==> src/verilog/drive_pkg.sv <==
`default_nettype none

package drive_pkg;

  // Side of the image holding the target
  // One-hot so the value can light three LEDs as it is
  typedef enum logic [2:0] {
    NONE   = 3'b000,
    LEFT   = 3'b100,
    CENTER = 3'b010,
    RIGHT  = 3'b001
  } dir_t;

  // Operator commands from the remote buttons
  typedef enum logic [1:0] {
    CMD_START = 2'd0,
    CMD_STOP  = 2'd1,
    CMD_HOLD  = 2'd2
  } cmd_t;

  // Motor command sent to the drive side
  typedef enum logic [2:0] {
    DRV_STOP    = 3'd0,
    DRV_FORWARD = 3'd1,
    DRV_LEFT    = 3'd2,
    DRV_RIGHT   = 3'd3,
    DRV_SPIN    = 3'd4
  } drive_t;

  // Control FSM states
  typedef enum logic [1:0] {
    ST_IDLE   = 2'd0,
    ST_SEARCH = 2'd1,
    ST_TRACK  = 2'd2,
    ST_HOLD   = 2'd3
  } ctrl_state_t;

endpackage

`default_nettype wire

==> src/verilog/drive_controller.sv <==
`timescale 1ns/1ps
`default_nettype none

module drive_controller (
  input  logic                clk_50,
  input  logic                reset,
  input  logic                cmd_strobe,
  input  drive_pkg::cmd_t     cmd,
  input  logic                frame_done,
  input  drive_pkg::dir_t     direction,
  input  logic                orange_detected,
  output drive_pkg::drive_t   drive_state,
  output logic                capture_en
);

  drive_pkg::ctrl_state_t state;

  // Steering for a located target
  function automatic drive_pkg::drive_t steer(input drive_pkg::dir_t dir);
    case (dir)
      drive_pkg::LEFT:   return drive_pkg::DRV_LEFT;
      drive_pkg::CENTER: return drive_pkg::DRV_FORWARD;
      drive_pkg::RIGHT:  return drive_pkg::DRV_RIGHT;
      default:           return drive_pkg::DRV_SPIN;
    endcase
  endfunction

  always_ff @(posedge clk_50) begin
    if (reset) begin
      state       <= drive_pkg::ST_IDLE;
      drive_state <= drive_pkg::DRV_STOP;
    end else if (cmd_strobe) begin
      // Operator command wins over a frame result in the same cycle
      case (cmd)
        drive_pkg::CMD_STOP: begin
          state       <= drive_pkg::ST_IDLE;
          drive_state <= drive_pkg::DRV_STOP;
        end
        drive_pkg::CMD_START: begin
          if (state == drive_pkg::ST_IDLE || state == drive_pkg::ST_HOLD) begin
            state       <= drive_pkg::ST_SEARCH;
            drive_state <= drive_pkg::DRV_SPIN;
          end
        end
        drive_pkg::CMD_HOLD: begin
          if (state == drive_pkg::ST_SEARCH || state == drive_pkg::ST_TRACK) begin
            state       <= drive_pkg::ST_HOLD;
            drive_state <= drive_pkg::DRV_STOP;
          end
        end
        default: ;
      endcase
    end else if (frame_done) begin
      case (state)
        drive_pkg::ST_SEARCH, drive_pkg::ST_TRACK: begin
          if (orange_detected) begin
            state       <= drive_pkg::ST_TRACK;
            drive_state <= steer(direction);
          end else begin
            // Target lost or not yet seen so turn on the spot
            state       <= drive_pkg::ST_SEARCH;
            drive_state <= drive_pkg::DRV_SPIN;
          end
        end
        default: drive_state <= drive_pkg::DRV_STOP;
      endcase
    end
  end

  // Frame buffer is frozen only while holding
  assign capture_en = (state != drive_pkg::ST_HOLD);

  // Known state and wheels stopped whenever idle or holding
  a_state_legal: assert property (@(posedge clk_50) disable iff (reset)
    !$isunknown(state) &&
    (!(state inside {drive_pkg::ST_IDLE, drive_pkg::ST_HOLD}) ||
     drive_state == drive_pkg::DRV_STOP));

endmodule

`default_nettype wire

==> config.mk <==
export PLATFORM = sky130hd
export DESIGN_NAME = drive_controller
export DESIGN_NICKNAME = d
export VERILOG_FILES = /design/src/verilog/drive_pkg.sv /design/src/verilog/drive_controller.sv
export SDC_FILE = /design/constraint.sdc
export NUM_CORES = 1
export LEC_CHECK = 0
export BUFFER_PORTS_ARGS = -buffer_cell sky130_fd_sc_hd__buf_2
export CAP_MARGIN = 10
export CORE_AREA = 2 2 39 41
export DETAILED_ROUTE_END_ITERATION = 10
export DIE_AREA = 0 0 41 43
export HOLD_SLACK_MARGIN = 0.12
export PLACE_DENSITY = 0.48
export SYNTH_ARGS = -nofsm -noshare
export SYNTH_HDL_FRONTEND = slang
export SYNTH_SLANG_ARGS = --single-unit
==> constraint.sdc <==
create_clock -name clk_50 -period 1.58 [get_ports clk_50]
set_input_delay 0.158 -clock clk_50 [delete_from_list [all_inputs] [get_ports clk_50]]
set_output_delay 0.158 -clock clk_50 [all_outputs]
set_load 0.02 [all_outputs]
==> impl_metrics.yaml <==
run_status:
  outcome: "finished, final reports clean"
floorplan:
  die_h_um: 43
  fp.coreArea_um2: 1380
  rows: 14
  start_util: 0.269
  die-area_um2: 1760
  die_w_um: 41
  ios: 14
routing:
  detail_route.vias_per_cell: 4.76
  drt_iter0_markers: 3
  via_count: 381
  drcViolationCount: 0
  first_pass_iters: 2
  routedWlPerCell_um: 10.2
  wirelength_um: 817
  ant_nets: 0
timing:
  clock.fmax_ghz: 0.665
  rsz0062_at_grt: "true"
  finalMaxSlewViolations: 0
  worst_slack_ns: 0.0752
  hold_viol_final: 0
  fin_crit_sh: 0.952
  slew_headroom: 0.694
  worst_slew_pin_slew_ns: 0.453
  period_needed_ns: 1.50
  whs_ns: 0.151
  setup_violations: 0
  finalSetupTns_ns: 0
  fin_skew_ns: 0.00403
setup_path:
  cp_data_required_time_ns: 1.74
  startpoint_type: "flip-flop"
  worst-path-max-fanout: 4
  end_kind: "flip-flop"
  path_class: "flip-flop to flip-flop"
  cp.arrival_ns: 1.67
final_layout:
  drive_above_1_share: 0.453
  diodes: 0
  synthToLayoutAreaGrowth_pct: 44.4
  fin_nets: 76
  utilization: 0.388
  final_cells: 80
  postLayoutCellArea_um2: 537
grt:
  antenna_found_initial: 0
  grt_first_pass_wirelength_um: 1460
  grt_max_degree: 10
  grt-ovfl-total: 0
  grt_pass1_vias: 377
  grt_use_total: 0.121
logic_synthesis:
  synth_area_um2: 372
  syn_area_per_cell_um2: 8.45
  ys_ff_latch: 5
  synth_top_flop_cell: "dfxtp_1"
  postSynthCellCount: 44
  synth_cell_type_count: 22
  synth-edff-count: 0
  synth-async-reset-ratio: 0
  yosysSeqAreaShare: 0.269
  synth_warnings: 0
  synth_nets: 55
cts:
  h-tree-depth: 1
  clock_sinks: 5
  numCtsBuffers: 3
  cts-root-buf: "clkbuf_4"
  clock_latency_ns: 0.25
  cts_tree: "yes"
  cts_buffer_depth: 2
  clk_pin_slew_ns: 0.05
place:
  pre_cts_slack_ns: -0.0190
  port_buffers: 13
  dp_hpwl_um: 612
  dp.cells: 74
  place_area_um2: 460
  gp_congestion: 0.692
power_and_ir_drop:
  p_total_mw: 0.434
  irDropWorstVdd_uv: 322
  power.density_nw_per_um2: 809
  p_leak_nw: 0.234
worst_hold_path:
  min_path_type: "input port to flip-flop"
run:
  cap_violations: 0
==> registers in the layout (all words and copies together) (netlist names) <==
| register | count |
|---|---|
| state | 2 |
| drive_state | 3 |
==> layout by cell type, fill, tap and decap left out <==
cell type	instances
xor2_1	2
nand2_1	3
buf_2	13
mux2i_1	3
nand2b_1	3
dfxtp_2	2
nor2b_4	1
and3b_1	1
inv_1	3
a221oi_2	1
buf_4	4
a21oi_1	4
xnor2_1	2
nor2b_2	1
nor4_2	1
o311ai_0	1
nor2_1	4
nand3_1	1
dfxtp_1	3
ha_4	1
mux2_4	1
clkbuf_4	3
nand3b_1	2
or4_1	2
o21ai_2	1
clkbuf_1	1
==> per-layer routing <==
metal,wire length [um],vias up,GRT usage
met2,379,15,0.181
met4,12,0,0.0600
met3,65,3,0.0314
met5,0,-,0
li1,-,194,-
met1,359,169,0.154
==> power by group <==
part / switching (mW) / internal (mW) / total (mW) / leakage [nW]
sequential: 0.00659 / 0.136 / 0.143 / 0.0416
clock: 0.0577 / 0.0958 / 0.154 / 0.0150
combinational: 0.0621 / 0.0756 / 0.138 / 0.177
total: 0.126 / 0.308 / 0.434 / 0.234
==> worst paths after layout <==
kind                                                   from                          end  slack [ns]  cells past startpoint
worst max-delay path                  state[0]$_SDFFE_PP0P_  drive_state[2]$_SDFFE_PP0P_        0.08                      5
worst min-delay path                                  reset        state[0]$_SDFFE_PP0P_        0.15                      2
worst max register to register        state[0]$_SDFFE_PP0P_  drive_state[2]$_SDFFE_PP0P_        0.08                      5
worst min register to register  drive_state[1]$_SDFFE_PP0P_  drive_state[1]$_SDFFE_PP0P_        0.47                      2
==> repair_timing <==
item,4_1_cts,5_1_grt
endpoints found under the hold margin,0,0
cloned,0,0
resized for setup,6,2
pin swaps,2,2
buffers inserted,2,0
endpoints found under the setup margin,3,2
hold buffers,0,0
==> worst max-delay path, cell delays in order, from the launching register on <==
cell and delay [ns]:
dfxtp_2 0.33, ha_4 0.27, nor2b_4 0.15, mux2_4 0.33, buf_4 0.14, a221oi_2 0.20
==> final cells by class <==
cell class | instances | area (um^2)
Inverter | 3 | 11.3
Sequential cell | 5 | 103
Multi-Input combinational cell | 35 | 282
Clock buffer | 4 | 26.3
Fill cell | 157 | 847
Timing Repair Buffer | 17 | 95.1
Tap cell | 16 | 20.0
==> cell usage after synthesis (all sizes together), types with 2 or more instances <==
cell type / number / area (um^2)
a21oi: 4 / 20.0
xnor2: 2 / 17.5
nand2: 3 / 11.3
dfxtp: 5 / 100
nand2b: 3 / 18.8
nor2b: 2 / 22.5
nand3b: 2 / 15.0
or4: 2 / 15.0
xor2: 2 / 17.5
mux2i: 3 / 30.0
inv: 3 / 11.3
nor2: 4 / 15.0
==> cell families after synthesis <==
logic type | Yosys count | synth area share
flip-flops | 5 | 0.269
adder cells (fa/ha/maj) | 1 | 0.0337
XOR/XNOR | 4 | 0.0943
multiplexers | 4 | 0.111
AO/OA/AOI/OAI | 7 | 0.114
buffers and inverters | 4 | 0.0606
AND/OR/NAND/NOR | 19 | 0.316
No activity file was read; power rests on OpenSTA's default activity.
