$ cat config.mk
export PLATFORM = sky130hd
export DESIGN_NAME = ov7670_capture
export DESIGN_NICKNAME = d
export VERILOG_FILES = /design/src/verilog/cam_pkg.sv /design/src/verilog/ov7670_capture.sv
export SDC_FILE = /design/constraint.sdc
export NUM_CORES = 1
export LEC_CHECK = 0
export BUFFER_PORTS_ARGS = -buffer_cell sky130_fd_sc_hd__buf_4
export CORE_MARGIN = 2
export CORE_UTILIZATION = 52
export DETAILED_ROUTE_END_ITERATION = 16
export GPL_TIMING_DRIVEN = 1
export PLACE_DENSITY = 0.77
export SETUP_SLACK_MARGIN = 0.1
export SLEW_MARGIN = 30
export SYNTH_ARGS = -nofsm -noshare
export SYNTH_HDL_FRONTEND = slang
export SYNTH_SLANG_ARGS = --single-unit
export TNS_END_PERCENT = 20
$ cat constraint.sdc
create_clock -name clk_50 -period 2 [get_ports clk_50]
set_input_delay 0.4 -clock clk_50 [delete_from_list [all_inputs] [get_ports clk_50]]
set_output_delay 0.4 -clock clk_50 [all_outputs]
set_load 0.01 [all_outputs]
$ cat src/verilog/cam_pkg.sv
`default_nettype none

package cam_pkg;

  // One stored pixel in RGB444
  // Red sits in the top nibble and blue in the bottom one
  typedef struct packed {
    logic [3:0] r;
    logic [3:0] g;
    logic [3:0] b;
  } pixel12_t;

  // Orange box on the expanded 8-bit channels
  // All bounds are inclusive
  localparam logic [7:0] ORANGE_R_MIN = 8'hC0;
  localparam logic [7:0] ORANGE_G_MIN = 8'h40;
  localparam logic [7:0] ORANGE_G_MAX = 8'hA0;
  localparam logic [7:0] ORANGE_B_MAX = 8'h50;

  // Colour painted over every orange pixel
  localparam logic [7:0] HIGHLIGHT_R = 8'h00;
  localparam logic [7:0] HIGHLIGHT_G = 8'hFF;
  localparam logic [7:0] HIGHLIGHT_B = 8'h00;

  // Expansion of a 4-bit channel to 8 bits
  // Nibble n is repeated in both halves so the result is n times 17
  // 0x0 gives 0x00 and 0xF gives 0xFF
  function automatic logic [7:0] expand4(input logic [3:0] n);
    return {n, n};
  endfunction

endpackage

`default_nettype wire

$ cat src/verilog/ov7670_capture.sv
`timescale 1ns/1ps
`default_nettype none

module ov7670_capture #(
  parameter int FRAME_W = 320,
  parameter int FRAME_H = 240,
  localparam int ADDR_W = $clog2(FRAME_W * FRAME_H)
) (
  input  logic              clk_50,
  input  logic              reset,
  input  logic              cam_vsync,
  input  logic              cam_href,
  input  logic              cam_pclk_en,
  input  logic [7:0]        cam_data,
  input  logic              capture_en,
  output logic              wr_en,
  output logic [ADDR_W-1:0] wr_addr,
  output cam_pkg::pixel12_t wr_data
);

  localparam int FRAME_SIZE = FRAME_W * FRAME_H;

  // High while the second byte of a pair is awaited
  logic            phase;
  logic            href_q;
  logic [3:0]      red_nib;
  // One bit wider than the RAM address so it can stop at FRAME_SIZE
  logic [ADDR_W:0] pix_addr;
  logic            first_byte;
  logic            in_frame;

  // A rising href always starts on a first byte
  assign first_byte = (cam_href && !href_q) || !phase;
  assign in_frame   = (pix_addr < FRAME_SIZE);

  always_ff @(posedge clk_50) begin
    if (reset) begin
      phase    <= 1'b0;
      href_q   <= 1'b0;
      pix_addr <= '0;
      wr_en    <= 1'b0;
    end else begin
      href_q <= cam_href;
      wr_en  <= 1'b0;
      if (cam_vsync) begin
        // Frame sync restarts the address and the byte pairing
        phase    <= 1'b0;
        pix_addr <= '0;
      end else if (cam_pclk_en && cam_href) begin
        if (first_byte) begin
          phase <= 1'b1;
        end else begin
          phase <= 1'b0;
          // Frozen capture still walks the address so the frame stays aligned
          wr_en <= capture_en && in_frame;
          if (in_frame) begin
            pix_addr <= pix_addr + 1'b1;
          end
        end
      end else if (cam_href && !href_q) begin
        phase <= 1'b0;
      end
    end
  end

  // Pixel packing
  always_ff @(posedge clk_50) begin
    if (cam_pclk_en && cam_href) begin
      if (first_byte) begin
        // Red arrives alone in the low nibble
        red_nib <= cam_data[3:0];
      end else begin
        wr_data <= {red_nib, cam_data};
        wr_addr <= pix_addr[ADDR_W-1:0];
      end
    end
  end

  // A write follows a camera strobe and stays inside the frame
  a_wr_in_frame: assert property (@(posedge clk_50) disable iff (reset)
    wr_en |-> (wr_addr < FRAME_SIZE) && $past(cam_pclk_en && cam_href));

endmodule

`default_nettype wire

==> run_results.csv <==
group,metric,value,unit
synthesis,synthesis.area,0.00198,sq mm
setup_path,cp_slowest_stage_delay,0.56,ns
final_layout,diodes,0,
clock_network,clkLatencyLatePin,0.31,ns
final_layout,fin_nets,220,
power_and_ir_drop,finalPower,0.00184,W
job,cap_violations,0,
grt,grt_pass1_wl,6370,um
clock_network,cts_tree,"yes",
power_and_ir_drop,intPower,0.00145,W
timing,post-route-period-util,94.8,%
die,top_level_ports,44,
setup_path,crit_chain,"nand4_1 > buf_4 > nor4_1 > and4_1 > mux2i_1",
timing,setup-tns-final,0,ns
setup_path,worst_setup_path_end_kind,"flop",
drt,drc,0,
power_and_ir_drop,p_switching,0.000383,W
synthesis,synth.most_common_cell,"edfxtp_1",
drt,met2WireLength,2160,um
synthesis,synth_area_leaders,"edfxtp_1 50%, dfxtp_1 21%, a21oi_1 3.3%, o31ai_1 1.9%, or3_1 1.9%",
final_layout,fill_cells,272,
synthesis,yosys_register_bits,54,
synthesis,synth_top_area_share,50.0,%
final_layout,area_delta_synth_final,29.1,%
synthesis,yosysTopAreaCell,"edfxtp_1",
die,start_util,54.1,%
die,row_count,22,
grt,grt_pass1_vias,1361,
power_and_ir_drop,power_density,718,mW/mm^2
drt,wl,4300,um
clock_network,clkSinkCount,54,
timing,tightest_slew,0.607,ns
synthesis,ys_types,32,
synthesis,syn_inst,146,
grt,overflow,0,
clock_network,cts_buffers,5,
timing,slew_viol_final,0,
timing,setup_ws,0.104,ns
die,die_area,0.00432,sq mm
setup_path,critPathMaxFanout,3,
clock_network,root_buffer,"clkbuf_8",
synthesis,yosys_warnings,0,
setup_path,path_class,"reg -> reg",
synthesis,synth_compound_area_share,11.6,%
drt,top_layer_used,"met4",
synthesis,postSynthAreaPerCell,13.6,sq um
timing,rsz0062_at_grt,"true",
clock_network,cts_hold_buffers,0,
worst_hold_path,hold_class,"in -> reg",
setup_path,crit_path_start_kind,"flop",
grt,antenna_found_initial,0,
power_and_ir_drop,clockPowerShare,33.4,%
die,die_w,65.7,um
grt,track_usage,20.3,%
power_and_ir_drop,seq_power_share,64.3,%
placement,place_ws,-0.0521,ns
power_and_ir_drop,p_leak,0.951,nW
synthesis,synth_fa_ha_area_share,0.632,%
power_and_ir_drop,netSwitchingFraction,20.8,%
power_and_ir_drop,comb_power_share,2.3,%
timing,skew,0.00962,ns
die,fp.dieH,65.7,um
timing,max_freq,527,MHz
setup_path,cp_slowest_cell,"nor4_1",
die,core-area,0.00366,sq mm
synthesis,synth_xor_area_share,0.442,%
synthesis,synth-simple-area-share,13.8,%
synthesis,synthFlopType,"edfxtp_1",
grt,grt_max_degree,23,
placement,dp_hpwl,2850,um
synthesis,ys_seq_area_share,71.3,%
synthesis,yosys-mux-area-fraction,0.505,%
drt,met1_length,1770,um
drt,drtIter0Drc,106,
drt,post_drt_wl_per_cell,16.9,um
clock_network,clk_path_buf_depth,2,
power_and_ir_drop,ir_drop,0.000613,V
drt,viasPerCell,5.87,
drt,routed-wl-met3,284,um
clock_network,htree_levels,2,
outcome,status,"complete, no violations",
placement,portBuffers,43,
drt,dr_total_vias,1490,
clock_network,cts.reportedPaths.clkPinSlew,0.10,ns
synthesis,synth_top_family_by_area,"simple AND/OR/NAND/NOR gates",
synthesis,synth_edf_count,33,
final_layout,final_core_util,69.8,%
setup_path,critPathBufInv,1,
drt,detail-route-antenna-nets,0,
synthesis,synth_common_cells,"33 x edfxtp_1, 21 x dfxtp_1, 13 x a21oi_1, 9 x nand2_1",
timing,slew_headroom,59.2,%
synthesis,syn_nets,161,
timing,hold_viol_final,0,
setup_path,cp.required,2.24,ns
timing,setup_viol,0,
timing,fin_crit,1.90,ns
setup_path,arrival,2.14,ns
final_layout,drive_gt1_share,32.5,%
drt,dr.pass1.iters,4,
placement,place_congestion,0.822,
setup_path,path_delay_family,"simple AND/OR/NAND/NOR gates",
synthesis,synthArstFlopShare,0,%
[per-layer routing]
layer,track usage [%],vias to the layer above
met5,0,-
met4,12.0,0
met3,4.28,10
met2,31.9,69
met1,26.0,711
li1,-,700
[final cells by class]
cell class	instances	area (sq um)	share of cell area, %
Timing Repair Buffer	54	418	16.3
Inverter	4	15.0	0.587
Multi-Input combinational cell	86	558	21.8
Tap cell	48	60.1	2.35
Clock inverter	3	25.0	0.979
Sequential cell	54	1410	55.2
Clock buffer	5	68.8	2.69
[worst paths after layout]
| kind | end | slack, ns | cells past startpoint | startpoint |
|---|---|---|---|---|
| min | red_nib[0]$_DFFE_PP_ | 0.27 | 1 | cam_data[0] |
| max | pix_addr[12]$_SDFFE_PP0P_ | 0.10 | 5 | href_q$_SDFF_PP0_ |
| max reg2reg | pix_addr[12]$_SDFFE_PP0P_ | 0.10 | 5 | href_q$_SDFF_PP0_ |
| min reg2reg | wr_data[11]$_DFFE_PP_ | 0.43 | 0 | red_nib[3]$_DFFE_PP_ |
[power by group through the flow]
stage / registers (W) / clock network, W / logic [W]
3_5_place_dp: 0.00121 / 0 / 0.0000417
6_report: 0.00118 / 0.000613 / 0.0000421
5_1_grt: 0.00118 / 0.000670 / 0.0000454
4_1_cts: 0.00118 / 0.000620 / 0.0000423
2_1_floorplan: 0.00121 / 0 / 0.0000128
3_3_place_gp: 0.00121 / 0 / 0.0000397
[through the flow]
stage               hold slack, ns  std cells  instance area [sq um]
global route                 0.251        254                   2560
finish                       0.266        254                   2560
floorplan                    0.400        146                   1980
detailed placement           0.406        244                   2430
CTS                          0.266        254                   2550
global placement             0.401        244                   2430
[placed cells by master, fill, tap and decap left out, types with 3 or more instances in the layout]
cell type	instances
or4_1	5
edfxtp_1	33
nor4_1	4
nor2_1	3
nand2_1	9
buf_4	53
and4_1	4
o31a_1	3
o21ai_0	5
a21oi_1	12
clkbuf_8	5
nand3_1	6
o31ai_1	5
inv_1	4
o21a_1	3
or3_1	6
dfxtp_1	21
nand4_1	5
[state kept, by name (all words and copies together) (netlist names)]
name	flops
pix_addr	18
wr_addr	17
wr_data	12
red_nib	4
href_q	1
phase	1
wr_en	1
[logic make-up after synthesis]
logic type               Yosys count
AO/OA/AOI/OAI                     35
XOR/XNOR                           1
adder cells (fa/ha/maj)            1
buffers and inverters              7
flip-flops                        54
multiplexers                       1
AND/OR/NAND/NOR                   47
[what timing repair did]
item / 4_1_cts / 5_1_grt
pin swaps: 2 / 0
gates cloned: 1 / 0
endpoints found under the setup margin: 12 / 7
buffers inserted: 1 / 0
gates resized for setup: 2 / 1
Note: power is estimated with default switching activity, not from simulation.
