[config.mk]
export PLATFORM = sky130hd
export DESIGN_NAME = target_locator
export DESIGN_NICKNAME = d
export VERILOG_FILES = /design/src/verilog/drive_pkg.sv /design/src/verilog/target_locator.sv
export SDC_FILE = /design/constraint.sdc
export NUM_CORES = 1
export LEC_CHECK = 0
export BUFFER_PORTS_ARGS = -buffer_cell sky130_fd_sc_hd__buf_2
export CAP_MARGIN = 0
export CORE_MARGIN = 10
export CORE_UTILIZATION = 62
export DETAILED_ROUTE_END_ITERATION = 7
export PLACE_DENSITY = 0.76
export SYNTH_ARGS = -nofsm -noshare
export SYNTH_HDL_FRONTEND = slang
export SYNTH_SLANG_ARGS = --single-unit
[constraint.sdc]
create_clock -name clk_50 -period 4.05 [get_ports clk_50]
set_input_delay 0.405 -clock clk_50 [delete_from_list [all_inputs] [get_ports clk_50]]
set_output_delay 0.405 -clock clk_50 [all_outputs]
set_load 0.03 [all_outputs]
[src/verilog/drive_pkg.sv]
`default_nettype none

package drive_pkg;

  // Side of the image holding the target
  // One-hot so the value can light three LEDs as it is
  typedef enum logic [2:0] {
    NONE   = 3'b000,
    LEFT   = 3'b100,
    CENTER = 3'b010,
    RIGHT  = 3'b001
  } dir_t;

  // Operator commands from the remote buttons
  typedef enum logic [1:0] {
    CMD_START = 2'd0,
    CMD_STOP  = 2'd1,
    CMD_HOLD  = 2'd2
  } cmd_t;

  // Motor command sent to the drive side
  typedef enum logic [2:0] {
    DRV_STOP    = 3'd0,
    DRV_FORWARD = 3'd1,
    DRV_LEFT    = 3'd2,
    DRV_RIGHT   = 3'd3,
    DRV_SPIN    = 3'd4
  } drive_t;

  // Control FSM states
  typedef enum logic [1:0] {
    ST_IDLE   = 2'd0,
    ST_SEARCH = 2'd1,
    ST_TRACK  = 2'd2,
    ST_HOLD   = 2'd3
  } ctrl_state_t;

endpackage

`default_nettype wire

[src/verilog/target_locator.sv]
`timescale 1ns/1ps
`default_nettype none

module target_locator #(
  parameter int FRAME_W    = 320,
  parameter int ORANGE_MIN = 64
) (
  input  logic             clk_50,
  input  logic             reset,
  input  logic             vga_pix_en,
  input  logic             vga_vsync,
  input  logic             vga_blank_n,
  input  logic             out_line_start,
  input  logic             is_orange,
  output logic             frame_done,
  output drive_pkg::dir_t  direction,
  output logic             orange_detected,
  output logic [17:0]      orange_count
);

  // Column borders of the three image thirds
  localparam int LEFT_END    = FRAME_W / 3;
  localparam int RIGHT_START = (2 * FRAME_W) / 3;
  localparam int X_W         = $clog2(FRAME_W + 1);

  logic [X_W-1:0] x_cnt;
  logic [X_W-1:0] col;
  logic [17:0]    cnt_l;
  logic [17:0]    cnt_c;
  logic [17:0]    cnt_r;
  logic [19:0]    total;
  logic           vsync_q;
  logic           frame_end;
  logic           hit;

  // Per-third counters stop at full scale
  function automatic logic [17:0] sat_inc(input logic [17:0] v);
    return (v == '1) ? v : v + 18'd1;
  endfunction

  // First pixel of a line is column zero
  assign col       = out_line_start ? '0 : x_cnt;
  assign hit       = vga_pix_en && vga_blank_n && is_orange;
  assign frame_end = vga_vsync && !vsync_q;
  assign total     = 20'(cnt_l) + 20'(cnt_c) + 20'(cnt_r);

  always_ff @(posedge clk_50) begin
    if (reset) begin
      vsync_q         <= 1'b0;
      x_cnt           <= '0;
      cnt_l           <= '0;
      cnt_c           <= '0;
      cnt_r           <= '0;
      frame_done      <= 1'b0;
      direction       <= drive_pkg::NONE;
      orange_detected <= 1'b0;
      orange_count    <= '0;
    end else begin
      vsync_q    <= vga_vsync;
      frame_done <= frame_end;
      // Column of the next pixel event
      if (vga_pix_en) begin
        if (out_line_start) begin
          x_cnt <= 1'b1;
        end else if (vga_blank_n) begin
          x_cnt <= x_cnt + 1'b1;
        end
      end
      if (frame_end) begin
        // Latch the frame result and start a fresh count
        cnt_l <= '0;
        cnt_c <= '0;
        cnt_r <= '0;
        orange_count <= (total > 20'h3FFFF) ? '1 : total[17:0];
        if (total >= ORANGE_MIN) begin
          orange_detected <= 1'b1;
          // Ties favour centre first and then left
          if (cnt_c >= cnt_l && cnt_c >= cnt_r) begin
            direction <= drive_pkg::CENTER;
          end else if (cnt_l >= cnt_r) begin
            direction <= drive_pkg::LEFT;
          end else begin
            direction <= drive_pkg::RIGHT;
          end
        end else begin
          orange_detected <= 1'b0;
          direction       <= drive_pkg::NONE;
        end
      end else if (hit) begin
        if (col < LEFT_END) begin
          cnt_l <= sat_inc(cnt_l);
        end else if (col >= RIGHT_START) begin
          cnt_r <= sat_inc(cnt_r);
        end else begin
          cnt_c <= sat_inc(cnt_c);
        end
      end
    end
  end

endmodule

`default_nettype wire

==> results.yml <==
outcome:
  run_status: "complete, no violations"
worst_setup_path:
  cpPeakStageDelay_ns: 0.55
  r2r_end: "direction[0]$_SDFFE_PP0P_"
  crit_arrival_ns: 4.08
  cp-end-kind: "flop"
  cp_max_fo: 5
  r2r_start: "cnt_l[1]$_SDFFE_PP0P_"
  cp.required_ns: 4.32
  crit_type: "flop to flop"
  critPathSlowestCell: "fa_1"
  rrSetupSlack_ns: 0.24
  r2r_cells: 13
  path_cells: "inv_1, fa_1, inv_1, ha_1, fa_1, a211oi_1, o211ai_1, a31oi_2, o21bai_1, a31o_2, xnor2_1, a41oi_1, a32o_1"
  crit_path_start_kind: "flop"
clock_network:
  cts_root_buf: "clkbuf_8"
  postCtsHoldBufs: 0
  clockBufferDepth: 2
  clock_latency_ns: 0.37
  clkTransAtPathRegs_ns: 0.08
  cts_resized: 0
  h-tree-depth: 3
  cts_made_buffers: 9
  clock_sinks: 87
  post_cts_buffers: 0
  cts_tree: "built"
cells_and_area:
  regArea_sq_um: 1740
  stdcell_count: 871
  n_fill_cell: 779
  fin_nets: 834
  antennaDiodeCount: 0
  multi_input_area_sq_um: 4110
  drive_above_1_share_pct: 8.40
  area_growth_syn_to_layout_pct: 8.61
synthesis:
  syn_nets: 803
  synth_edf_count: 0
  synthTopCellsByArea: "dfxtp_1 29%, ha_1 15%, xnor2_1 6.5%"
  avgSynthCellArea_sq_um: 8.69
  ys_seq_area_share_pct: 28.5
  yosys_most_used_dff: "dfxtp_1"
  synth_most_common_cell: "dfxtp_1"
  netlist_instances: 702
  synth_warnings: 0
  synth_top_cell_by_area: "dfxtp_1"
  synthDistinctLibCells: 58
  synth_top_area_share_pct: 28.5
  synth_common_cells: "87 x dfxtp_1, 75 x ha_1, 72 x nor2_1, 52 x a21oi_1, 51 x inv_1"
  syn-cell-area_sq_um: 6100
  synth-seq-cells: 87
  synthArstFlopShare_pct: 0
timing:
  setup_tns_ns: 0
  skew_ns: 0.0135
  maxSlewViolCount: 0
  rsz0062_at_grt: "false"
  fin_hold_ws_ns: 0.256
  finalHoldViolCount: 0
  relSlewSlack_pct: 27.9
  post-route-period-util_pct: 94.1
  max_clock_freq_mhz: 262
  fin_crit_ns: 3.81
  setup_viol: 0
  worst_slew_pin_slew_ns: 1.08
power_and_ir_drop:
  p_per_area_nw_per_um2: 240
  p_leak_uw: 0.00282
  ir_worst_vdd_uv: 172
global_routing:
  antenna_found_initial: 0
  use_met3_pct: 4.44
  grt_use_met2_pct: 32.1
  grt_pass1_wl_mm: 23.9
  track_usage_pct: 20.0
  grt_max_degree: 54
  grt-busiest-layer: "met2"
  grt_pass1_vias: 5108
  grt-ovfl-total: 0
  grtUsageMet1_pct: 25.5
place:
  dp.final_hpwl_mm: 11.0
  dp_cells: 855
  portBuffers: 29
  place_congestion: 0.914
floorplan:
  die_h_um: 119
  initial_core_util_pct: 63.0
  die_x_um: 119
  ioPinCount: 30
  placementRows: 36
  design.die.area_sq_um: 14200
  core-area_sq_um: 9680
drt:
  vias_per_cell: 5.83
  drt_pre_antenna_iters: 5
  drtIter0Drc: 327
  vias: 5082
  routed_wl_mm: 13.9
  drc: 0
  antenna_left: 0
  wire_per_inst_um: 15.9
worst_hold_path:
  hp-start: "vga_vsync"
  min_to: "vsync_q$_SDFF_PP0_"
  min_delay_path_depth: 2
  hold_class: "primary input to flop"
run:
  drv_cap: 0
-- cells by family after synthesis --
kind of cell / synth area share [%]
muxes: 0.820
DFF: 28.5
and+or+nand+nor: 18.8
xor gates and xnor gates: 9.33
AOI/OAI and AO/OA: 16.6
adders and majority gates: 21.6
buffers and inverters: 4.31
-- metrics by stage --
stage / utilization [%] / setup WS (ns) / area, sq um / total power (uW)
global route: 68.4 / 0.0235 / 6630 / 1640
CTS: 68.4 / 0.208 / 6620 / 1600
floorplan: - / 0.567 / 6100 / 906
finish: 68.4 / 0.240 / 6630 / 1590
global placement: 66.1 / 0.349 / 6400 / 918
detailed placement: 66.1 / 0.234 / 6400 / 920
-- worst max-delay path by stage --
stage / start / endpoint / slack [ns]
after floorplan: cnt_l[1]$_SDFFE_PP0P_ / direction[0]$_SDFFE_PP0P_ / 0.57
after global placement: cnt_l[1]$_SDFFE_PP0P_ / direction[2]$_SDFFE_PP0P_ / 0.35
after detailed placement: cnt_l[1]$_SDFFE_PP0P_ / direction[0]$_SDFFE_PP0P_ / 0.23
after CTS: cnt_l[1]$_SDFFE_PP0P_ / direction[0]$_SDFFE_PP0P_ / 0.21
after global routing: cnt_l[1]$_SDFFE_PP0P_ / direction[0]$_SDFFE_PP0P_ / 0.02
final: cnt_l[1]$_SDFFE_PP0P_ / direction[0]$_SDFFE_PP0P_ / 0.24
-- sequential cells by signal (all words and copies together) (netlist names) --
signal and count:
cnt_c 18, cnt_l 18, cnt_r 18, orange_count 18
x_cnt 9, direction 3, frame_done 1, orange_detected 1
vsync_q 1
-- layer usage --
metal / vias up / wire (um) / share of wire, %
li1: 2549 / - / -
met1: 2389 / 6480 / 47
met2: 119 / 6360 / 46
met3: 25 / 719 / 5.2
met4: 0 / 332 / 2.4
met5: - / 0 / 0
-- critical path, delay by kind of cell (launching register included) --
family	cells	cell delay [ns]
adder cells (fa/ha/maj)	3	1.21
AO/OA/AOI/OAI	7	1.71
flip-flops	1	0.42
XOR/XNOR	1	0.21
buffers and inverters	2	0.15
-- power breakdown --
group / internal, uW / total (uW) / leakage, uW / switching, uW
Clock: 381 / 690 / 0.000114 / 309
Combinational: 9.48 / 39.7 / 0.00201 / 30.3
Sequential: 857 / 860 / 0.000701 / 2.47
Total: 1250 / 1590 / 0.00282 / 342
-- layout by cell type (no fill, tap or decap), types with 6 or more instances in the layout --
cell type and n:
a211oi_1 6, a21o_1 31, a21oi_1 52, and3_1 7, and4_1 7, buf_2 29
buf_4 6, clkbuf_8 11, dfxtp_1 87, fa_1 19, ha_1 75, inv_1 51
nand2_1 30, nand3_1 24, nand4_1 15, nor2_1 72, nor2b_1 8, nor3_1 21
nor4_1 11, o211ai_1 6, o21a_1 8, o21ai_0 29, or3_1 8, xnor2_1 45
xor2_1 20
-- layout make-up --
| cell class | count | share of cell area, % |
|---|---|---|
| Tap cell | 133 | 2.51 |
| Sequential cell | 87 | 26.3 |
| Multi-Input combinational cell | 547 | 62.0 |
| Clock buffer | 13 | 2.40 |
| Inverter | 53 | 3.00 |
| Clock inverter | 3 | 0.982 |
| Timing Repair Buffer | 35 | 2.87 |
Note: power is estimated with default switching activity, not from simulation.
