File: config.mk
export PLATFORM = sky130hd
export DESIGN_NAME = pixel_reader
export DESIGN_NICKNAME = d
export VERILOG_FILES = /design/src/verilog/cam_pkg.sv /design/src/verilog/pixel_reader.sv
export SDC_FILE = /design/constraint.sdc
export NUM_CORES = 1
export LEC_CHECK = 0
export ABC_AREA = 1
export BUFFER_PORTS_ARGS = -buffer_cell sky130_fd_sc_hd__buf_2
export CAP_MARGIN = 10
export CORE_ASPECT_RATIO = 0.6
export CORE_MARGIN = 10
export CORE_UTILIZATION = 42
export CTS_CLUSTER_DIAMETER = 40
export DETAILED_ROUTE_END_ITERATION = 7
export PLACE_DENSITY = 0.75
export SETUP_SLACK_MARGIN = 0.2
export SLEW_MARGIN = 10
export SYNTH_ARGS = -nofsm -noshare
export SYNTH_HDL_FRONTEND = slang
export SYNTH_SLANG_ARGS = --single-unit
File: constraint.sdc
create_clock -name clk_50 -period 1.17 [get_ports clk_50]
set_clock_uncertainty 0.05 [all_clocks]
set_input_delay 0.2925 -clock clk_50 [delete_from_list [all_inputs] [get_ports clk_50]]
set_output_delay 0.2925 -clock clk_50 [all_outputs]
set_load 0.02 [all_outputs]
File: src/verilog/cam_pkg.sv
`default_nettype none

package cam_pkg;

  // One stored pixel in RGB444
  // Red sits in the top nibble and blue in the bottom one
  typedef struct packed {
    logic [3:0] r;
    logic [3:0] g;
    logic [3:0] b;
  } pixel12_t;

  // Orange box on the expanded 8-bit channels
  // All bounds are inclusive
  localparam logic [7:0] ORANGE_R_MIN = 8'hC0;
  localparam logic [7:0] ORANGE_G_MIN = 8'h40;
  localparam logic [7:0] ORANGE_G_MAX = 8'hA0;
  localparam logic [7:0] ORANGE_B_MAX = 8'h50;

  // Colour painted over every orange pixel
  localparam logic [7:0] HIGHLIGHT_R = 8'h00;
  localparam logic [7:0] HIGHLIGHT_G = 8'hFF;
  localparam logic [7:0] HIGHLIGHT_B = 8'h00;

  // Expansion of a 4-bit channel to 8 bits
  // Nibble n is repeated in both halves so the result is n times 17
  // 0x0 gives 0x00 and 0xF gives 0xFF
  function automatic logic [7:0] expand4(input logic [3:0] n);
    return {n, n};
  endfunction

endpackage

`default_nettype wire

File: src/verilog/pixel_reader.sv
`timescale 1ns/1ps
`default_nettype none

module pixel_reader #(
  parameter int FRAME_W = 320,
  parameter int FRAME_H = 240,
  localparam int ADDR_W = $clog2(FRAME_W * FRAME_H)
) (
  input  logic              clk_50,
  input  logic              reset,
  input  logic              pix_en,
  input  logic              hsync,
  input  logic              vsync,
  input  logic              active,
  input  logic              line_start,
  output logic [ADDR_W-1:0] rd_addr,
  input  cam_pkg::pixel12_t rd_data,
  output logic [7:0]        red,
  output logic [7:0]        green,
  output logic [7:0]        blue,
  output logic              px_en,
  output logic              px_hsync,
  output logic              px_vsync,
  output logic              px_active,
  output logic              px_line_start
);

  // Timing bits waiting out the RAM read
  // Order is pix_en, hsync, vsync, active, line_start
  logic [4:0] tim_d1;

  always_ff @(posedge clk_50) begin
    if (reset) begin
      rd_addr <= '0;
      tim_d1  <= '0;
      {px_en, px_hsync, px_vsync, px_active, px_line_start} <= '0;
    end else begin
      // Scan order address, rewound during vertical sync
      if (vsync) begin
        rd_addr <= '0;
      end else if (pix_en && active) begin
        rd_addr <= rd_addr + 1'b1;
      end
      tim_d1 <= {pix_en, hsync, vsync, active, line_start};
      {px_en, px_hsync, px_vsync, px_active, px_line_start} <= tim_d1;
    end
  end

  // RAM data is valid one cycle after the address
  // Registered here together with the second timing stage
  always_ff @(posedge clk_50) begin
    red   <= cam_pkg::expand4(rd_data.r);
    green <= cam_pkg::expand4(rd_data.g);
    blue  <= cam_pkg::expand4(rd_data.b);
  end

endmodule

`default_nettype wire

==> results of run 1 <==
==> layer usage <==
metal / vias up / wire, µm / track usage / part of all wire
li1: 737 / - / - / -
met1: 675 / 1850 / 0.149 / 0.43
met2: 55 / 2090 / 0.207 / 0.48
met3: 2 / 367 / 0.0556 / 0.085
met4: 0 / 15 / 0.0162 / 0.0035
met5: - / 0 / 0 / 0
==> per-stage QoR <==
step	setup WS (ns)	instance area, µm²	hold WS [ns]
detailed placement	-0.0800	1940	0.347
global placement	-0.0650	1940	0.341
floorplan	-0.0149	1590	0.270
CTS	-0.0495	2470	0.0506
global route	-0.110	2550	0.0450
finish	-0.0718	2550	0.0618
==> kinds of logic (layout without fill, tap and decap cells) <==
| kind of cell | count (synthesis) | after routing | share of synthesized area |
|---|---|---|---|
| simple gates | 94 | 94 | 0.289 |
| flops | 39 | 39 | 0.511 |
| buf+inv | 37 | 123 | 0.123 |
| compound gates | 17 | 17 | 0.0623 |
| fa+ha+maj | 1 | 1 | 0.00820 |
| xor+xnor | 1 | 1 | 0.00574 |
==> cell usage in the layout, fill, tap and decap left out <==
cell type	instances
xor2_1	1
ha_4	1
a21oi_1	8
buf_4	27
nand3_1	2
o21bai_2	1
nand2_1	28
a31oi_1	1
dfxtp_2	22
nand4_1	1
inv_1	21
clkinv_2	3
buf_2	18
o21a_1	1
nand3_4	1
nand2_2	9
buf_6	47
dfxtp_1	5
nor2_1	35
inv_2	2
o21ai_0	1
clkbuf_8	5
o21ai_2	1
nand3_2	4
dfxtp_4	12
nor2_2	1
nand2_4	2
o21ai_1	4
nor2_4	11
==> power by group through the flow <==
stage | clock, mW | sequential, mW | combinational [mW]
after floorplan | 0 | 1.43 | 0.106
after global placement | 0 | 1.39 | 0.227
after detailed placement | 0 | 1.39 | 0.229
after CTS | 0.880 | 1.38 | 0.291
after global routing | 0.938 | 1.38 | 0.313
final | 0.846 | 1.38 | 0.291
==> flip-flops by register name, indices dropped and copies added (netlist names) <==
name and cells:
red 4, px_hsync 1, px_line_start 1, px_vsync 1, blue 4, px_active 1
tim_d1 5, px_en 1, rd_addr 17, green 4
==> worst paths after layout <==
kind / startpoint / depth (start not counted) / endpoint / slack (ns)
worst max register to register: rd_addr[0] / 8 / rd_addr[14] / -0.04
worst min register to register: tim_d1[0] / 2 / px_line_start / 0.35
worst max-delay path: rd_addr[1] / 2 / rd_addr[1] / -0.07
worst min-delay path: rd_data[3] / 1 / blue[3] / 0.06
==> repair_timing <==
item | 4_1_cts | 5_1_grt
setup buffers | 12 | 6
pin swaps | 8 | 8
hold buffers | 0 | 0
resized for setup | 123 | 11
endpoints found under the setup margin | 62 | 62
==> area by class of cell <==
cell class	instances	share of cell area
repair buffers	92	0.322
clock buffers	5	0.0269
multi-input cells	113	0.255
well taps	45	0.0220
flip-flops and latches	39	0.334
clock inverters	3	0.00588
inverters	23	0.0338
==> results by group, run 1 <==
STA
  – FMAX: approximately 810 MHz
  – Pins Over Slew Limit: 0
  – RSZ-0062 raised after global routing: true
  – Max-slew headroom: 0.850
  – Fin crit share: 1.06
  – Final hold viol count: 0
  – Final setup violation count: 10
  – Worst-margin pin slew: about 0.22 ns
  – PnR worst setup slack: -0.0718 ns
  – Setup tns final: -0.299 ns
  – Tmin final: roughly 1.2 ns

Yosys
  – Top cells by area, synth: dfxtp_1, nor2_1, nand2_1
  – Syn nets: 209
  – Most common cell in the netlist: dfxtp_1
  – Syn Area/Cell: between 8 and 9 µm²
  – Netlist cell types: 21
  – Mapped Cells: between 150 and 200
  – Yosys top cell by area: dfxtp_1
  – Top FF cell, synth: dfxtp_1
  – Mapped cell area: 1530 µm²
  – Synth warn: 0
  – Post-synth top area share: 0.511
  – FFs w/ async S/R, synth: 0
  – Sequential fraction of the synthesis area: 0.511
  – Yosys reg bits: 39
  – Post-synth EDFFs: 0
  – Post-synth top cells: dfxtp_1, nor2_1, nand2_1

Layout
  – Fin util: 0.759
  – Multi-input gate area: between 600 and 700 µm²
  – Synthesis-to-layout area growth: 67.3%
  – # fillers: ~230
  – Seq. cell area: 853 µm²
  – Fin nets: a little under 300
  – Layout cells sized above 1: 0.607
  – Finished Layout Cells: 320
  – ANT cells: 0

Hold path
  – Worst hold path type: input pin to flop

Run status
  – Failing checks: negative setup slack
  – Outcome: finished, violations left

Route
  – DRT iter0 DRCs: 71
  – Vias/cell: around 4.6
  – WL final: between 4000 and 5000 µm
  – Drt drc: 0
  – Antenna viol nets, final: 0
  – Via count: approximately 1,500
  – Routed WL per cell: ~13 µm
  – TritonRoute pass-1 iters: 4

Floorplanning
  – Die width: around 100 µm
  – IO Pins: 65
  – Die area: approximately 6500 µm²
  – Die Height: around 67 µm
  – Initial cell density of the core: 0.454
  – Core Area: 3360 µm²
  – FP Rows: 16

GRT
  – Initial antenna violation count: 0
  – GRT Util Overall: 0.124
  – Via count of the first global-routing pass: ~1,400
  – Remaining global-route overflow: 0
  – First-pass GRT wire length: roughly 6700 µm
  – Largest net degree at the start of global routing: 13

Placed design
  – Placer Congestion: 0.831
  – Dpl hpwl: 2950 µm
  – Port bufs: 64
  – Placed Instances: 294

Flow run
  – MaxCap Viol Count: 0

Power
  – Logic pwr share: 0.116
  – Final Total Pwr: 2.51 mW
  – P per Cell Area: a little under 1000 nW/µm²
  – Max VDD drop: 0.000786 V
  – Clock power frac: 0.337
  – Sw frac: 0.243
  – Leakage: ~1.1 nW
  – P_int: about 1.9 mW
  – Register share of total power: 0.548
  – Sw Pwr: 0.610 mW

Clock network
  – CTS tree: done
  – CTS buffer count: 5
  – Clock root buffer: clkbuf_8
  – Clk sinks: 39
  – H-tree levels: 2
  – Insertion delay to the later sink of the worst-skew pair: about 0.28 ns
  – Clk pin slew, worst setup/hold paths: ~0.070 ns
  – CTS Buffer Depth: 2

Critical path
  – Crit path kind: flop to output port
  – Top delay family on crit path: flip-flops
  – CP cell instances: buf_4 -> buf_6
  – Crit start category: flop
  – Crit end category: output port
  – Critical Path RT: approximately 0.83 ns
  – Max FO, Critical Path: 5
  – Worst path arrival time: 0.90 ns
  – CP max-delay cell: dfxtp_4
  – Crit path buf inv count: 2
  – Slowest stage delay, CP: ~0.37 ns
Power figures use the tool's default switching activity.
==> inputs of run 2 (changes only) <==
--- a/config.mk
+++ b/config.mk
@@ -11,6 +11,7 @@
 export CORE_ASPECT_RATIO = 0.6
 export CORE_MARGIN = 10
 export CORE_UTILIZATION = 42
+export CTS_BUF_LIST = sky130_fd_sc_hd__clkbuf_16
 export CTS_CLUSTER_DIAMETER = 40
 export DETAILED_ROUTE_END_ITERATION = 7
 export PLACE_DENSITY = 0.75
==> run 2 against run 1 <==
The flow still finishes with violations (negative setup slack). Via count is 2.7% lower. Die area is the same. Combinational power up 1%. Setup slack gained 0.0072 ns. Wire length is 0.35% lower. Worst hold slack better by 0.0065 ns. Maximum frequency increased by 0.58%. Critical endpoint unchanged. Largest cell class unchanged. Highest routed layer is now met3.
==> results by group, run 2 (synthesized netlist as in run 1, its figures left out) <==
Run status
  – Outcome: finished, violations left
  – Failing checks: negative setup slack

Route
  – TritonRoute pass-1 iters: 4
  – Antenna viol nets, final: 0
  – Via count: around 1,400
  – Drt drc: 0
  – Vias/cell: between 4 and 5
  – WL final: 4300 µm
  – DRT iter0 DRCs: 60
  – Routed WL per cell: roughly 13 µm

Power
  – Logic pwr share: 0.101
  – P per Cell Area: roughly 1100 nW/µm²
  – Final Total Pwr: ~2.9 mW
  – P_int: about 2.3 mW
  – Sw frac: 0.223
  – Leakage: roughly 1.2 nW
  – Sw Pwr: 0.653 mW
  – Clock power frac: 0.429
  – Register share of total power: 0.470
  – Max VDD drop: between 0.0007 and 0.0008 V

GRT
  – First-pass GRT wire length: around 6600 µm
  – Initial antenna violation count: 0
  – GRT Util Overall: 0.124
  – Largest net degree at the start of global routing: 13
  – Via count of the first global-routing pass: 1,379
  – Remaining global-route overflow: 0

Critical path
  – Max FO, Critical Path: 5
  – Crit end category: output port
  – Crit start category: flop
  – Critical Path RT: 0.83 ns
  – Crit path kind: flop to output port
  – Worst path arrival time: approximately 0.89 ns

Placed design
  – Place WS: -0.0800 ns
  – Port bufs: 64
  – Placer Congestion: 0.831
  – Dpl hpwl: about 3000 µm
  – Placed Instances: between 200 and 300

Clock network
  – CTS tree: done
  – CTS Buffer Depth: 2
  – H-tree levels: 2
  – Clk pin slew, worst setup/hold paths: 0.05 ns
  – CTS buffer count: 5
  – Clk sinks: 39
  – Clock root buffer: clkbuf_16
  – Insertion delay to the later sink of the worst-skew pair: 0.27 ns
  – Hold_buf cts: 0

Floorplanning
  – Die area: around 6500 µm²
  – FP Rows: 16
  – Die width: between 90 and 100 µm
  – IO Pins: 65
  – Initial cell density of the core: 0.454
  – Die Height: about 67 µm
  – Core Area: ~3400 µm²

Layout
  – Max FFs per register: 17
  – Biggest register: rd_addr
  – Most frequent cells in the layout: buf_6, nor2_1, nand2_1
  – Layout cells sized above 1: 0.600
  – Synthesis-to-layout area growth: 71.2%
  – Most common cell after layout, fill and taps aside: buf_6
  – Fin nets: around 290
  – ANT cells: 0
  – Finished Layout Cells: between 300 and 400
  – Largest regs: rd_addr x17, tim_d1 x5

STA
  – RSZ-0062 raised after global routing: true
  – Fin Hold WS: between 0.06 and 0.07 ns
  – Max-slew headroom: 0.849
  – Worst-margin pin slew: between 0.2 and 0.25 ns
  – PnR worst setup slack: -0.0646 ns
  – Tmin final: around 1.2 ns
  – Pins Over Slew Limit: 0
  – Fin crit share: 1.06
  – Final setup violation count: 11
  – Final hold viol count: 0
  – FMAX: between 800 and 900 MHz

Hold path
  – Worst hold path type: input pin to flop

Flow run
  – MaxCap Viol Count: 0
-- run 2: cell counts in the layout (fill, tap and decap cells not counted) --
No cell type changed its count.
-- run 2: through the flow --
step | utilization | instance area [µm²] | setup TNS (ns)
final | 0.777 | 2610 | -0.318
after global routing | 0.777 | 2610 | -1.09
after CTS | 0.744 | 2500 | -0.139
after detailed placement | 0.578 | 1940 | -0.407
after global placement | 0.578 | 1940 | -0.157
after floorplan | - | 1590 | -0.0382
-- run 2: power by group through the flow --
stage	logic [mW]	clock network, mW	registers (mW)
detailed placement	0.229	0	1.39
CTS	0.289	1.29	1.38
global placement	0.227	0	1.39
floorplan	0.106	0	1.43
finish	0.295	1.26	1.37
global route	0.317	1.35	1.38
-- run 2: layout make-up --
type                            count  area (µm²)
Tap cell                           45        56.3
Clock inverter                      3        15.0
Timing Repair Buffer               92         830
Inverter                           23        86.3
Clock buffer                        5         125
Multi-Input combinational cell    113         641
Sequential cell                    39         861
Fill cell                         219         749
-- run 2: critical path, stage by stage (launching register included) --
cell and delay [ns]:
dfxtp_4 0.36, buf_4 0.13, buf_6 0.12
-- run 2: path summary, 6_finish.rpt --
kind	from	endpoint	slack (ns)	depth (start not counted)
setup reg to reg	rd_addr[0]	rd_addr[14]	-0.04	8
hold reg to reg	tim_d1[0]	px_line_start	0.35	2
setup / recovery	rd_addr[1]	rd_addr[1]	-0.06	2
hold / removal	rd_data[3]	blue[3]	0.07	1
-- run 2: timing repair --
action,in CTS,in global routing
buffers inserted,10,8
setup endpoints to repair,61,62
resized for setup,121,15
pin swaps,6,8
-- run 2: routing by layer --
metal	GRT usage	vias up	wire [µm]
met1	0.147	656	1930
met4	0.0162	0	0
met3	0.0546	0	323
met2	0.208	42	2050
li1	-	731	-
met5	0	-	0
